--- config.mk ---
export PLATFORM = sky130hd
export DESIGN_NAME = boot_top
export DESIGN_NICKNAME = d
export VERILOG_FILES = /design/src/boot_pkg.sv /design/src/mem_map_pkg.sv /design/src/mem_req_if.sv /design/src/boot_top.sv /design/src/boot_sequencer.sv /design/src/readback_checker.sv /design/src/image_copier.sv /design/src/zero_filler.sv
export SDC_FILE = /design/constraint.sdc
export NUM_CORES = 1
export LEC_CHECK = 0
export BUFFER_PORTS_ARGS = -buffer_cell sky130_fd_sc_hd__buf_2
export CELL_PAD_IN_SITES_DETAIL_PLACEMENT = 1
export CELL_PAD_IN_SITES_GLOBAL_PLACEMENT = 1
export CORE_AREA = 2 2 188 190
export DETAILED_ROUTE_END_ITERATION = 12
export DIE_AREA = 0 0 190 192
export HOLD_SLACK_MARGIN = 0.02
export PLACE_DENSITY_LB_ADDON = 0.1
export SLEW_MARGIN = 20
export SYNTH_ARGS = -nofsm -noshare
export SYNTH_HDL_FRONTEND = slang
export SYNTH_SLANG_ARGS = --single-unit
export TNS_END_PERCENT = 100
--- constraint.sdc ---
create_clock -name clk -period 4.05 [get_ports clk]
set_input_delay 0.2025 -clock clk [delete_from_list [all_inputs] [get_ports clk]]
set_output_delay 0.2025 -clock clk [all_outputs]
set_load 0.01 [all_outputs]
--- src/boot_pkg.sv ---
// ------------------------------
// boot control definitions
// bus widths and init sequence states
// ------------------------------

package boot_pkg;

    // data word on the memory bus
    localparam int unsigned data_w = 32;

    // one enable bit per byte lane
    localparam int unsigned ctrl_w = 4;

    // full word access, used by every init engine
    localparam logic [ctrl_w-1:0] ctrl_all = 4'b1111;

    // init sequence, stepped by the boot sequencer
    typedef enum logic [2:0] {
        st_reset  = 3'd0,  // waiting one cycle after reset
        st_zero   = 3'd1,  // clearing the low region
        st_load   = 3'd2,  // copying the image stream
        st_verify = 3'd3,  // reading the image back
        st_done   = 3'd4   // user pass-through
    } init_state_t;

endpackage

--- src/mem_map_pkg.sv ---
// ------------------------------
// memory map constants
// word size, address window and
// default init region sizes
// ------------------------------

package mem_map_pkg;

    // byte address width on the memory bus
    localparam int unsigned addr_w = 32;

    // one 32-bit word per access
    localparam int unsigned word_bytes = 4;

    // user addresses fold into a 64 MiB window
    localparam logic [addr_w-1:0] addr_mask = 32'h03ff_ffff;

    // low region cleared after reset, in bytes
    localparam int unsigned default_zero_bytes = 256;

    // boot image size in bytes, must fit inside the zero region
    localparam int unsigned default_image_bytes = 128;

endpackage
--- src/mem_req_if.sv ---
// ------------------------------
// memory request channel
// one requester to the sequencer port mux
// ------------------------------

`timescale 1ns/1ps

interface mem_req_if;

    logic                            rd_en;
    logic                            wr_en;
    logic [mem_map_pkg::addr_w-1:0]  addr;
    logic [boot_pkg::data_w-1:0]     wdata;
    logic [boot_pkg::ctrl_w-1:0]     ctrl;
    logic [boot_pkg::data_w-1:0]     rdata;  // valid when busy falls after a read
    logic                            busy;   // held high on idle channels

    // engine side
    modport master (
        output rd_en, wr_en, addr, wdata, ctrl,
        input  rdata, busy
    );

    // sequencer side
    modport slave (
        input  rd_en, wr_en, addr, wdata, ctrl,
        output rdata, busy
    );

endinterface

--- src/boot_top.sv ---
// ------------------------------
// memory boot maintenance top
// zero fill, image copy, readback check
// then user pass-through to memory
// ------------------------------

`timescale 1ns/1ps

module boot_top #(
    parameter int unsigned ZERO_BYTES  = mem_map_pkg::default_zero_bytes,
    parameter int unsigned IMAGE_BYTES = mem_map_pkg::default_image_bytes
) (
    input  logic                            clk,
    input  logic                            i_rst,
    // memory controller
    output logic                            o_mem_rd_en,
    output logic                            o_mem_wr_en,
    output logic [mem_map_pkg::addr_w-1:0]  o_mem_addr,
    output logic [boot_pkg::data_w-1:0]     o_mem_wdata,
    output logic [boot_pkg::ctrl_w-1:0]     o_mem_ctrl,
    input  logic [boot_pkg::data_w-1:0]     i_mem_rdata,
    input  logic                            i_mem_busy,
    // boot image stream
    input  logic [boot_pkg::data_w-1:0]     i_img_data,
    input  logic                            i_img_we,
    output logic                            o_img_ready,
    // processor side
    input  logic                            i_rd_en,
    input  logic                            i_wr_en,
    input  logic [mem_map_pkg::addr_w-1:0]  i_addr,
    input  logic [boot_pkg::data_w-1:0]     i_data,
    input  logic [boot_pkg::ctrl_w-1:0]     i_ctrl,
    output logic [boot_pkg::data_w-1:0]     o_data,
    output logic                            o_busy,
    // status
    output logic                            o_init_done,
    output logic                            o_checksum_match
);

    mem_req_if zero_ch ();
    mem_req_if copy_ch ();
    mem_req_if check_ch ();

    logic                        zero_start, copy_start, check_start;
    logic                        zero_done, copy_done, check_done;
    logic [boot_pkg::data_w-1:0] write_sum;
    logic [boot_pkg::data_w-1:0] read_sum;

    zero_filler #(.ZERO_BYTES(ZERO_BYTES)) u_zero (
        .clk(clk), .i_rst(i_rst), .i_start(zero_start), .o_done(zero_done), .mem(zero_ch)
    );

    image_copier #(.IMAGE_BYTES(IMAGE_BYTES)) u_copy (
        .clk(clk), .i_rst(i_rst), .i_start(copy_start),
        .i_img_data(i_img_data), .i_img_we(i_img_we), .o_img_ready(o_img_ready),
        .o_done(copy_done), .o_checksum(write_sum), .mem(copy_ch)
    );

    readback_checker #(.IMAGE_BYTES(IMAGE_BYTES)) u_check (
        .clk(clk), .i_rst(i_rst), .i_start(check_start),
        .o_done(check_done), .o_checksum(read_sum), .mem(check_ch)
    );

    boot_sequencer #(.ZERO_BYTES(ZERO_BYTES), .IMAGE_BYTES(IMAGE_BYTES)) u_seq (
        .clk(clk), .i_rst(i_rst),
        .zero_ch(zero_ch), .copy_ch(copy_ch), .check_ch(check_ch),
        .i_zero_done(zero_done), .i_copy_done(copy_done), .i_check_done(check_done),
        .i_write_sum(write_sum), .i_read_sum(read_sum),
        .o_zero_start(zero_start), .o_copy_start(copy_start), .o_check_start(check_start),
        .i_rd_en(i_rd_en), .i_wr_en(i_wr_en), .i_addr(i_addr), .i_data(i_data),
        .i_ctrl(i_ctrl), .o_data(o_data), .o_busy(o_busy),
        .o_mem_rd_en(o_mem_rd_en), .o_mem_wr_en(o_mem_wr_en), .o_mem_addr(o_mem_addr),
        .o_mem_wdata(o_mem_wdata), .o_mem_ctrl(o_mem_ctrl),
        .i_mem_rdata(i_mem_rdata), .i_mem_busy(i_mem_busy),
        .o_init_done(o_init_done), .o_checksum_match(o_checksum_match)
    );

endmodule

--- src/boot_sequencer.sv ---
// ------------------------------
// boot sequencer
// steps the init states, owns the memory port
// and gates the user path until done
// ------------------------------

`timescale 1ns/1ps

module boot_sequencer #(
    parameter int unsigned ZERO_BYTES  = mem_map_pkg::default_zero_bytes,
    parameter int unsigned IMAGE_BYTES = mem_map_pkg::default_image_bytes
) (
    input  logic                            clk,
    input  logic                            i_rst,
    mem_req_if.slave                        zero_ch,
    mem_req_if.slave                        copy_ch,
    mem_req_if.slave                        check_ch,
    input  logic                            i_zero_done,
    input  logic                            i_copy_done,
    input  logic                            i_check_done,
    input  logic [boot_pkg::data_w-1:0]     i_write_sum,
    input  logic [boot_pkg::data_w-1:0]     i_read_sum,
    output logic                            o_zero_start,
    output logic                            o_copy_start,
    output logic                            o_check_start,
    input  logic                            i_rd_en,
    input  logic                            i_wr_en,
    input  logic [mem_map_pkg::addr_w-1:0]  i_addr,
    input  logic [boot_pkg::data_w-1:0]     i_data,
    input  logic [boot_pkg::ctrl_w-1:0]     i_ctrl,
    output logic [boot_pkg::data_w-1:0]     o_data,
    output logic                            o_busy,
    output logic                            o_mem_rd_en,
    output logic                            o_mem_wr_en,
    output logic [mem_map_pkg::addr_w-1:0]  o_mem_addr,
    output logic [boot_pkg::data_w-1:0]     o_mem_wdata,
    output logic [boot_pkg::ctrl_w-1:0]     o_mem_ctrl,
    input  logic [boot_pkg::data_w-1:0]     i_mem_rdata,
    input  logic                            i_mem_busy,
    output logic                            o_init_done,
    output logic                            o_checksum_match
);

    // empty regions are skipped
    localparam boot_pkg::init_state_t after_zero =
        (IMAGE_BYTES != 0) ? boot_pkg::st_load : boot_pkg::st_done;
    localparam boot_pkg::init_state_t after_reset =
        (ZERO_BYTES != 0) ? boot_pkg::st_zero : after_zero;

    boot_pkg::init_state_t state_q;
    boot_pkg::init_state_t state_d;
    logic                  match_q;

    always_comb begin
        state_d = state_q;
        case (state_q)
            boot_pkg::st_reset:  state_d = after_reset;
            boot_pkg::st_zero:   if (i_zero_done) state_d = after_zero;
            boot_pkg::st_load:   if (i_copy_done) state_d = boot_pkg::st_verify;
            boot_pkg::st_verify: if (i_check_done) state_d = boot_pkg::st_done;
            boot_pkg::st_done:   state_d = boot_pkg::st_done;
            default:             state_d = boot_pkg::st_reset;
        endcase
    end

    always_ff @(posedge clk) begin
        if (i_rst) begin
            state_q <= boot_pkg::st_reset;
            match_q <= 1'b0;
        end else begin
            state_q <= state_d;
            // both sums are final once the readback ends
            if (state_d == boot_pkg::st_done && state_q != boot_pkg::st_done)
                match_q <= (i_write_sum == i_read_sum);
        end
    end

    // only the active engine reaches memory, the others see busy
    always_comb begin
        o_mem_rd_en   = 1'b0;
        o_mem_wr_en   = 1'b0;
        o_mem_addr    = '0;
        o_mem_wdata   = '0;
        o_mem_ctrl    = boot_pkg::ctrl_all;
        zero_ch.busy  = 1'b1;
        copy_ch.busy  = 1'b1;
        check_ch.busy = 1'b1;
        case (state_q)
            boot_pkg::st_zero: begin
                o_mem_rd_en  = zero_ch.rd_en;
                o_mem_wr_en  = zero_ch.wr_en;
                o_mem_addr   = zero_ch.addr;
                o_mem_wdata  = zero_ch.wdata;
                o_mem_ctrl   = zero_ch.ctrl;  // engines drive all lanes
                zero_ch.busy = i_mem_busy;
            end
            boot_pkg::st_load: begin
                o_mem_rd_en  = copy_ch.rd_en;
                o_mem_wr_en  = copy_ch.wr_en;
                o_mem_addr   = copy_ch.addr;
                o_mem_wdata  = copy_ch.wdata;
                o_mem_ctrl   = copy_ch.ctrl;
                copy_ch.busy = i_mem_busy;
            end
            boot_pkg::st_verify: begin
                o_mem_rd_en   = check_ch.rd_en;
                o_mem_wr_en   = check_ch.wr_en;
                o_mem_addr    = check_ch.addr;
                o_mem_wdata   = check_ch.wdata;
                o_mem_ctrl    = check_ch.ctrl;
                check_ch.busy = i_mem_busy;
            end
            boot_pkg::st_done: begin
                o_mem_rd_en = i_rd_en;
                o_mem_wr_en = i_wr_en;
                o_mem_addr  = i_addr & mem_map_pkg::addr_mask;
                o_mem_wdata = i_data;
                o_mem_ctrl  = i_ctrl;
            end
            default: ;  // st_reset, no requests
        endcase
    end

    assign zero_ch.rdata  = i_mem_rdata;
    assign copy_ch.rdata  = i_mem_rdata;
    assign check_ch.rdata = i_mem_rdata;

    assign o_zero_start     = (state_q == boot_pkg::st_zero);
    assign o_copy_start     = (state_q == boot_pkg::st_load);
    assign o_check_start    = (state_q == boot_pkg::st_verify);
    assign o_init_done      = (state_q == boot_pkg::st_done);
    assign o_busy           = o_init_done ? i_mem_busy : 1'b1;  // user waits during init
    assign o_data           = i_mem_rdata;
    assign o_checksum_match = match_q;

endmodule

--- src/readback_checker.sv ---
// ------------------------------
// readback engine
// reads the image region back and
// sums the returned words
// ------------------------------

`timescale 1ns/1ps

module readback_checker #(
    parameter int unsigned IMAGE_BYTES = mem_map_pkg::default_image_bytes
) (
    input  logic                         clk,
    input  logic                         i_rst,
    input  logic                         i_start,
    output logic                         o_done,
    output logic [boot_pkg::data_w-1:0]  o_checksum,
    mem_req_if.master                    mem
);

    logic [mem_map_pkg::addr_w-1:0] addr_q;
    logic [boot_pkg::data_w-1:0]    sum_q;
    logic                           rd_q;
    logic                           pend_q;  // read accepted, data comes when busy falls
    logic                           done_q;

    always_ff @(posedge clk) begin
        if (i_rst) begin
            addr_q <= '0;
            sum_q  <= '0;
            rd_q   <= 1'b0;
            pend_q <= 1'b0;
            done_q <= 1'b0;
        end else if (i_start && !done_q) begin
            if (!rd_q && !pend_q) begin
                if (addr_q >= IMAGE_BYTES)
                    done_q <= 1'b1;  // past the last image word
                else if (!mem.busy)
                    rd_q <= 1'b1;
            end else if (rd_q) begin
                if (mem.busy) begin
                    rd_q   <= 1'b0;
                    pend_q <= 1'b1;
                end
            end else if (!mem.busy) begin
                // rdata valid in this cycle
                pend_q <= 1'b0;
                sum_q  <= sum_q + mem.rdata;
                addr_q <= addr_q + mem_map_pkg::word_bytes;
            end
        end
    end

    assign mem.rd_en  = rd_q;
    assign mem.wr_en  = 1'b0;
    assign mem.addr   = addr_q;
    assign mem.wdata  = '0;
    assign mem.ctrl   = boot_pkg::ctrl_all;
    assign o_done     = done_q;
    assign o_checksum = sum_q;

endmodule

--- src/image_copier.sv ---
// ------------------------------
// image copy engine
// writes stream words from address 0 up
// and sums them as they complete
// ------------------------------

`timescale 1ns/1ps

module image_copier #(
    parameter int unsigned IMAGE_BYTES = mem_map_pkg::default_image_bytes
) (
    input  logic                         clk,
    input  logic                         i_rst,
    input  logic                         i_start,
    input  logic [boot_pkg::data_w-1:0]  i_img_data,
    input  logic                         i_img_we,
    output logic                         o_img_ready,
    output logic                         o_done,
    output logic [boot_pkg::data_w-1:0]  o_checksum,
    mem_req_if.master                    mem
);

    logic [mem_map_pkg::addr_w-1:0] addr_q;
    logic [mem_map_pkg::addr_w-1:0] addr_next;
    logic [boot_pkg::data_w-1:0]    data_q;  // captured stream word
    logic [boot_pkg::data_w-1:0]    sum_q;
    logic                           ready_q;
    logic                           full_q;  // word held, not yet written
    logic                           wr_q;
    logic                           pend_q;
    logic                           done_q;

    assign addr_next = addr_q + mem_map_pkg::word_bytes;

    always_ff @(posedge clk) begin
        if (i_start && !full_q && ready_q && i_img_we)
            data_q <= i_img_data;
    end

    always_ff @(posedge clk) begin
        if (i_rst) begin
            addr_q  <= '0;
            sum_q   <= '0;
            ready_q <= 1'b0;
            full_q  <= 1'b0;
            wr_q    <= 1'b0;
            pend_q  <= 1'b0;
            done_q  <= 1'b0;
        end else if (i_start && !done_q) begin
            if (!full_q) begin
                if (ready_q && i_img_we) begin
                    full_q  <= 1'b1;
                    ready_q <= 1'b0;
                end else begin
                    ready_q <= 1'b1;  // first cycle after start
                end
            end else if (!wr_q && !pend_q) begin
                if (!mem.busy)
                    wr_q <= 1'b1;
            end else if (wr_q) begin
                if (mem.busy) begin
                    wr_q   <= 1'b0;
                    pend_q <= 1'b1;
                end
            end else if (!mem.busy) begin
                // write complete, advance and accumulate
                pend_q <= 1'b0;
                full_q <= 1'b0;
                addr_q <= addr_next;
                sum_q  <= sum_q + data_q;
                if (addr_next >= IMAGE_BYTES)
                    done_q <= 1'b1;
                else
                    ready_q <= 1'b1;
            end
        end
    end

    assign mem.rd_en   = 1'b0;
    assign mem.wr_en   = wr_q;
    assign mem.addr    = addr_q;
    assign mem.wdata   = data_q;
    assign mem.ctrl    = boot_pkg::ctrl_all;
    assign o_img_ready = ready_q;
    assign o_done      = done_q;
    assign o_checksum  = sum_q;

endmodule

--- src/zero_filler.sv ---
// ------------------------------
// zero fill engine
// writes zero words over the low region
// ------------------------------

`timescale 1ns/1ps

module zero_filler #(
    parameter int unsigned ZERO_BYTES = mem_map_pkg::default_zero_bytes
) (
    input  logic       clk,
    input  logic       i_rst,
    input  logic       i_start,
    output logic       o_done,
    mem_req_if.master  mem
);

    logic [mem_map_pkg::addr_w-1:0] addr_q;
    logic                           wr_q;    // strobe held until busy seen
    logic                           pend_q;  // write accepted, waiting for busy to fall
    logic                           done_q;

    always_ff @(posedge clk) begin
        if (i_rst) begin
            addr_q <= '0;
            wr_q   <= 1'b0;
            pend_q <= 1'b0;
            done_q <= 1'b0;
        end else if (i_start && !done_q) begin
            if (!wr_q && !pend_q) begin
                if (addr_q >= ZERO_BYTES)
                    done_q <= 1'b1;
                else if (!mem.busy)
                    wr_q <= 1'b1;
            end else if (wr_q) begin
                if (mem.busy) begin
                    wr_q   <= 1'b0;
                    pend_q <= 1'b1;
                end
            end else if (!mem.busy) begin  // write complete
                pend_q <= 1'b0;
                addr_q <= addr_q + mem_map_pkg::word_bytes;
            end
        end
    end

    assign mem.rd_en = 1'b0;
    assign mem.wr_en = wr_q;
    assign mem.addr  = addr_q;
    assign mem.wdata = '0;
    assign mem.ctrl  = boot_pkg::ctrl_all;
    assign o_done    = done_q;

endmodule

==> impl_metrics.py <==
metrics = {
    "outcome": {
        "status": "finished, final reports clean",
    },
    "synth": {
        "ys_seq_area_frac": 0.3343,
        "syn-num-nets": 1777,
        "synth_common_cells": "174 x nand2_1, 169 x dfxtp_1, 150 x nor2_1",
        "synth_cells": 1569,
        "async_reset_ff_frac": 0,
        "synth_warnings": 0,
        "synth_cell_types": 80,
        "yosysMostFrequentCell": "nand2_1",
        "synth_area_leaders": "dfxtp_1 26%, edfxtp_1 7.4%, xor2_1 6.9%, ha_1 6.5%, nand2_1 5.0%",
        "post-synth-top-area-fraction": 0.2604,
        "ys.flop_type": "dfxtp_1",
        "synth_seq_cells": 201,
        "synth_largest_area_cell": "dfxtp_1",
        "synth_area_per_cell_sq_um": 8.282,
        "syn_area_sq_um": 12990,
        "synth_edf_count": 32,
    },
    "floorplanning": {
        "num_rows": 68,
        "core_sq_um": 34290,
        "ios": 244,
        "initial_core_util": 0.3790,
        "die_y_um": 192,
        "die_area_sq_um": 36480,
        "dieWidth_um": 190,
    },
    "min_path": {
        "min_path_cells": 4,
        "worstHoldStart": "i_mem_rdata[0]",
        "hold_class": "in2reg",
        "hold_end": "u_check.o_checksum[0]",
    },
    "routing": {
        "ant_nets": 0,
        "drt_iter0_drc": 469,
        "dr_wl_met2_mm": 22.24,
        "dr.pass1.iters": 5,
        "vias": 12300,
        "finalWirelength_mm": 43.23,
        "drc_errors": 0,
        "met1_length_mm": 18.66,
        "wl_per_cell_um": 19.24,
        "wl_met3_mm": 1.201,
        "top_layer": "met4",
        "routed_via_density": 5.474,
    },
    "sta": {
        "fin_crit_ns": 3.337,
        "hold_viol_final": 0,
        "fin_crit_sh": 0.8238,
        "fmax_mhz": 299.7,
        "skew_ns": 0.009509,
        "rsz0062_at_grt": "false",
        "finalMaxSlewViolations": 0,
        "worst_pin_slew_ns": 0.8424,
        "setup_tns_ns": 0,
        "finalSetupViolations": 0,
        "holdWs_ns": 0.07452,
        "slew_headroom": 0.4384,
    },
    "clock_tree": {
        "ctsRootBufferMaster": "clkbuf_16",
        "post_cts_resized": 0,
        "h-tree-depth": 1,
        "clock_tree.buffer_depth": 3,
        "clock_latency_ns": 0.54,
        "clock_sinks": 201,
        "clk_pin_slew_ns": 0.06,
        "cts_buffers": 25,
        "cts_tree": "done",
    },
    "critical_path": {
        "endpoint_kind": "flop",
        "critical_path_required_ns": 4.47,
        "reg2regPathDepth": 10,
        "worst-setup-path-type": "reg2reg",
        "worst_setup_path_start_kind": "flop",
        "worst-path-max-fanout": 4,
        "r2r-end": "u_check.o_checksum[31]",
        "cp.arrival_ns": 3.75,
        "rrSetupSlack_ns": 0.71,
        "rr_startpoint": "u_check.o_checksum[1]",
    },
    "cells_and_area": {
        "final_layout_size_suffix_gt1_frac": 0.1819,
        "multi_input_area_sq_um": 8014,
        "area_growth_pct": 18.99,
        "antenna_cells": 0,
        "fillerInstances": 4182,
        "fin_nets": 1981,
        "register_area_sq_um": 4344,
    },
    "grt": {
        "grt_pass1_vias": 12530,
        "overflow": 0,
        "grt_max_degree": 66,
        "antenna_found_initial": 0,
        "gr-usage-all-layers": 0.2338,
        "grt_pass1_wl_mm": 68.02,
    },
    "power_and_ir_drop": {
        "leakage_nw": 6.646,
        "pwr_density_cell_nw_per_um2": 284.9,
        "design_power_total_mw": 4.405,
        "ir_drop_mv": 0.2786,
    },
    "placed_design": {
        "portBuffers": 237,
        "place_congestion": 0.8445,
        "detailedPlacementHpwl_mm": 32.48,
    },
    "run": {
        "max_cap_violations": 0,
    },
}
[kinds of logic (layout without fill, tap and decap cells)]
group                    after synthesis  count (layout)  synth area share
multiplexers                          13              13           0.01088
adder cells (fa/ha/maj)               70              70           0.06856
AO/OA/AOI/OAI                        397             397            0.2062
AND/OR/NAND/NOR                      591             591            0.2252
XOR/XNOR                             154             154            0.1038
buffers and inverters                143             366           0.05103
flip-flops                           201             201            0.3343
[worst max-delay path by stage]
stage,from,endpoint,slack (ns),cells after the start
floorplan,u_seq.state_q[2],u_copy.o_img_ready,0.14,7
global placement,u_check.o_checksum[1],u_check.o_checksum[31],0.78,10
detailed placement,u_check.o_checksum[1],u_check.o_checksum[31],0.76,10
CTS,u_check.o_checksum[1],u_check.o_checksum[31],0.71,10
global route,u_check.o_checksum[1],u_check.o_checksum[31],0.39,10
finish,u_check.o_checksum[1],u_check.o_checksum[31],0.71,10
[worst max-delay path, stage by stage (launching register included)]
cell and delay (ns):
dfxtp_1 0.46, ha_1 0.30, a211oi_1 0.26, o21bai_1 0.16
o211ai_1 0.35, o211ai_1 0.21, a41oi_2 0.30, o21ai_1 0.17
a221oi_1 0.34, mux2i_1 0.30, mux2_2 0.36
[cells in the final DEF, fill, tap and decap left out, types with 25 or more instances in the layout]
master / Yosys / layout
nand2_1: 174 / 174
edfxtp_1: 32 / 32
xor2_1: 103 / 103
dlygate4sd3_1: 0 / 34
a21o_1: 31 / 31
buf_2: 1 / 236
ha_1: 68 / 68
a21oi_1: 116 / 116
o21ai_0: 64 / 64
xnor2_1: 51 / 51
nand3_1: 58 / 58
dfxtp_1: 169 / 169
nor2_1: 150 / 149
clkbuf_16: 0 / 25
inv_1: 33 / 33
a22o_1: 47 / 47
nand4_1: 28 / 28
nor3_1: 34 / 32
or3_1: 29 / 29
[layer usage]
metal,vias up,GRT usage
li1,6058,-
met1,5981,0.2805
met2,201,0.4403
met3,60,0.02430
met4,0,0.06380
met5,-,0
[layout make-up]
cell class | instances | share of cell area
inverter | 34 | 0.008254
clock inverter | 11 | 0.005260
multi-input combinational | 1225 | 0.5183
timing repair buffer | 286 | 0.1062
sequential | 201 | 0.2810
tap | 455 | 0.03682
clock buffer | 35 | 0.04419
[power breakdown]
part           internal, mW  total [mW]  switching, mW
sequential             2.03        2.03        0.00521
clock                  1.24        2.13          0.895
combinational         0.111       0.239          0.129
total                  3.38        4.40           1.03
[through the flow]
step	setup WS (ns)	cell area (sq um)	instances	utilization
after global routing	0.3942	15460	2247	0.4509
after detailed placement	0.7637	14360	2167	0.4187
final	0.7135	15460	2247	0.4509
after global placement	0.7796	14360	2167	0.4187
after floorplan	0.1401	12990	1569	-
after CTS	0.7090	15460	2247	0.4509
[flip-flops by register name, summed over array words and instances (netlist names), 3 cells and up]
name                flops
u_seq.state_q           3
u_check.mem.addr       30
u_zero.mem.addr        30
u_copy.mem.wdata       32
u_copy.mem.addr        30
u_check.o_checksum     32
u_copy.o_checksum      32
[timing repair]
action,4_1_cts,5_1_grt
hold buffers,34,0
endpoints found under the hold margin,34,0
buffers inserted,0,0
Note: power is estimated with default switching activity, not from simulation.
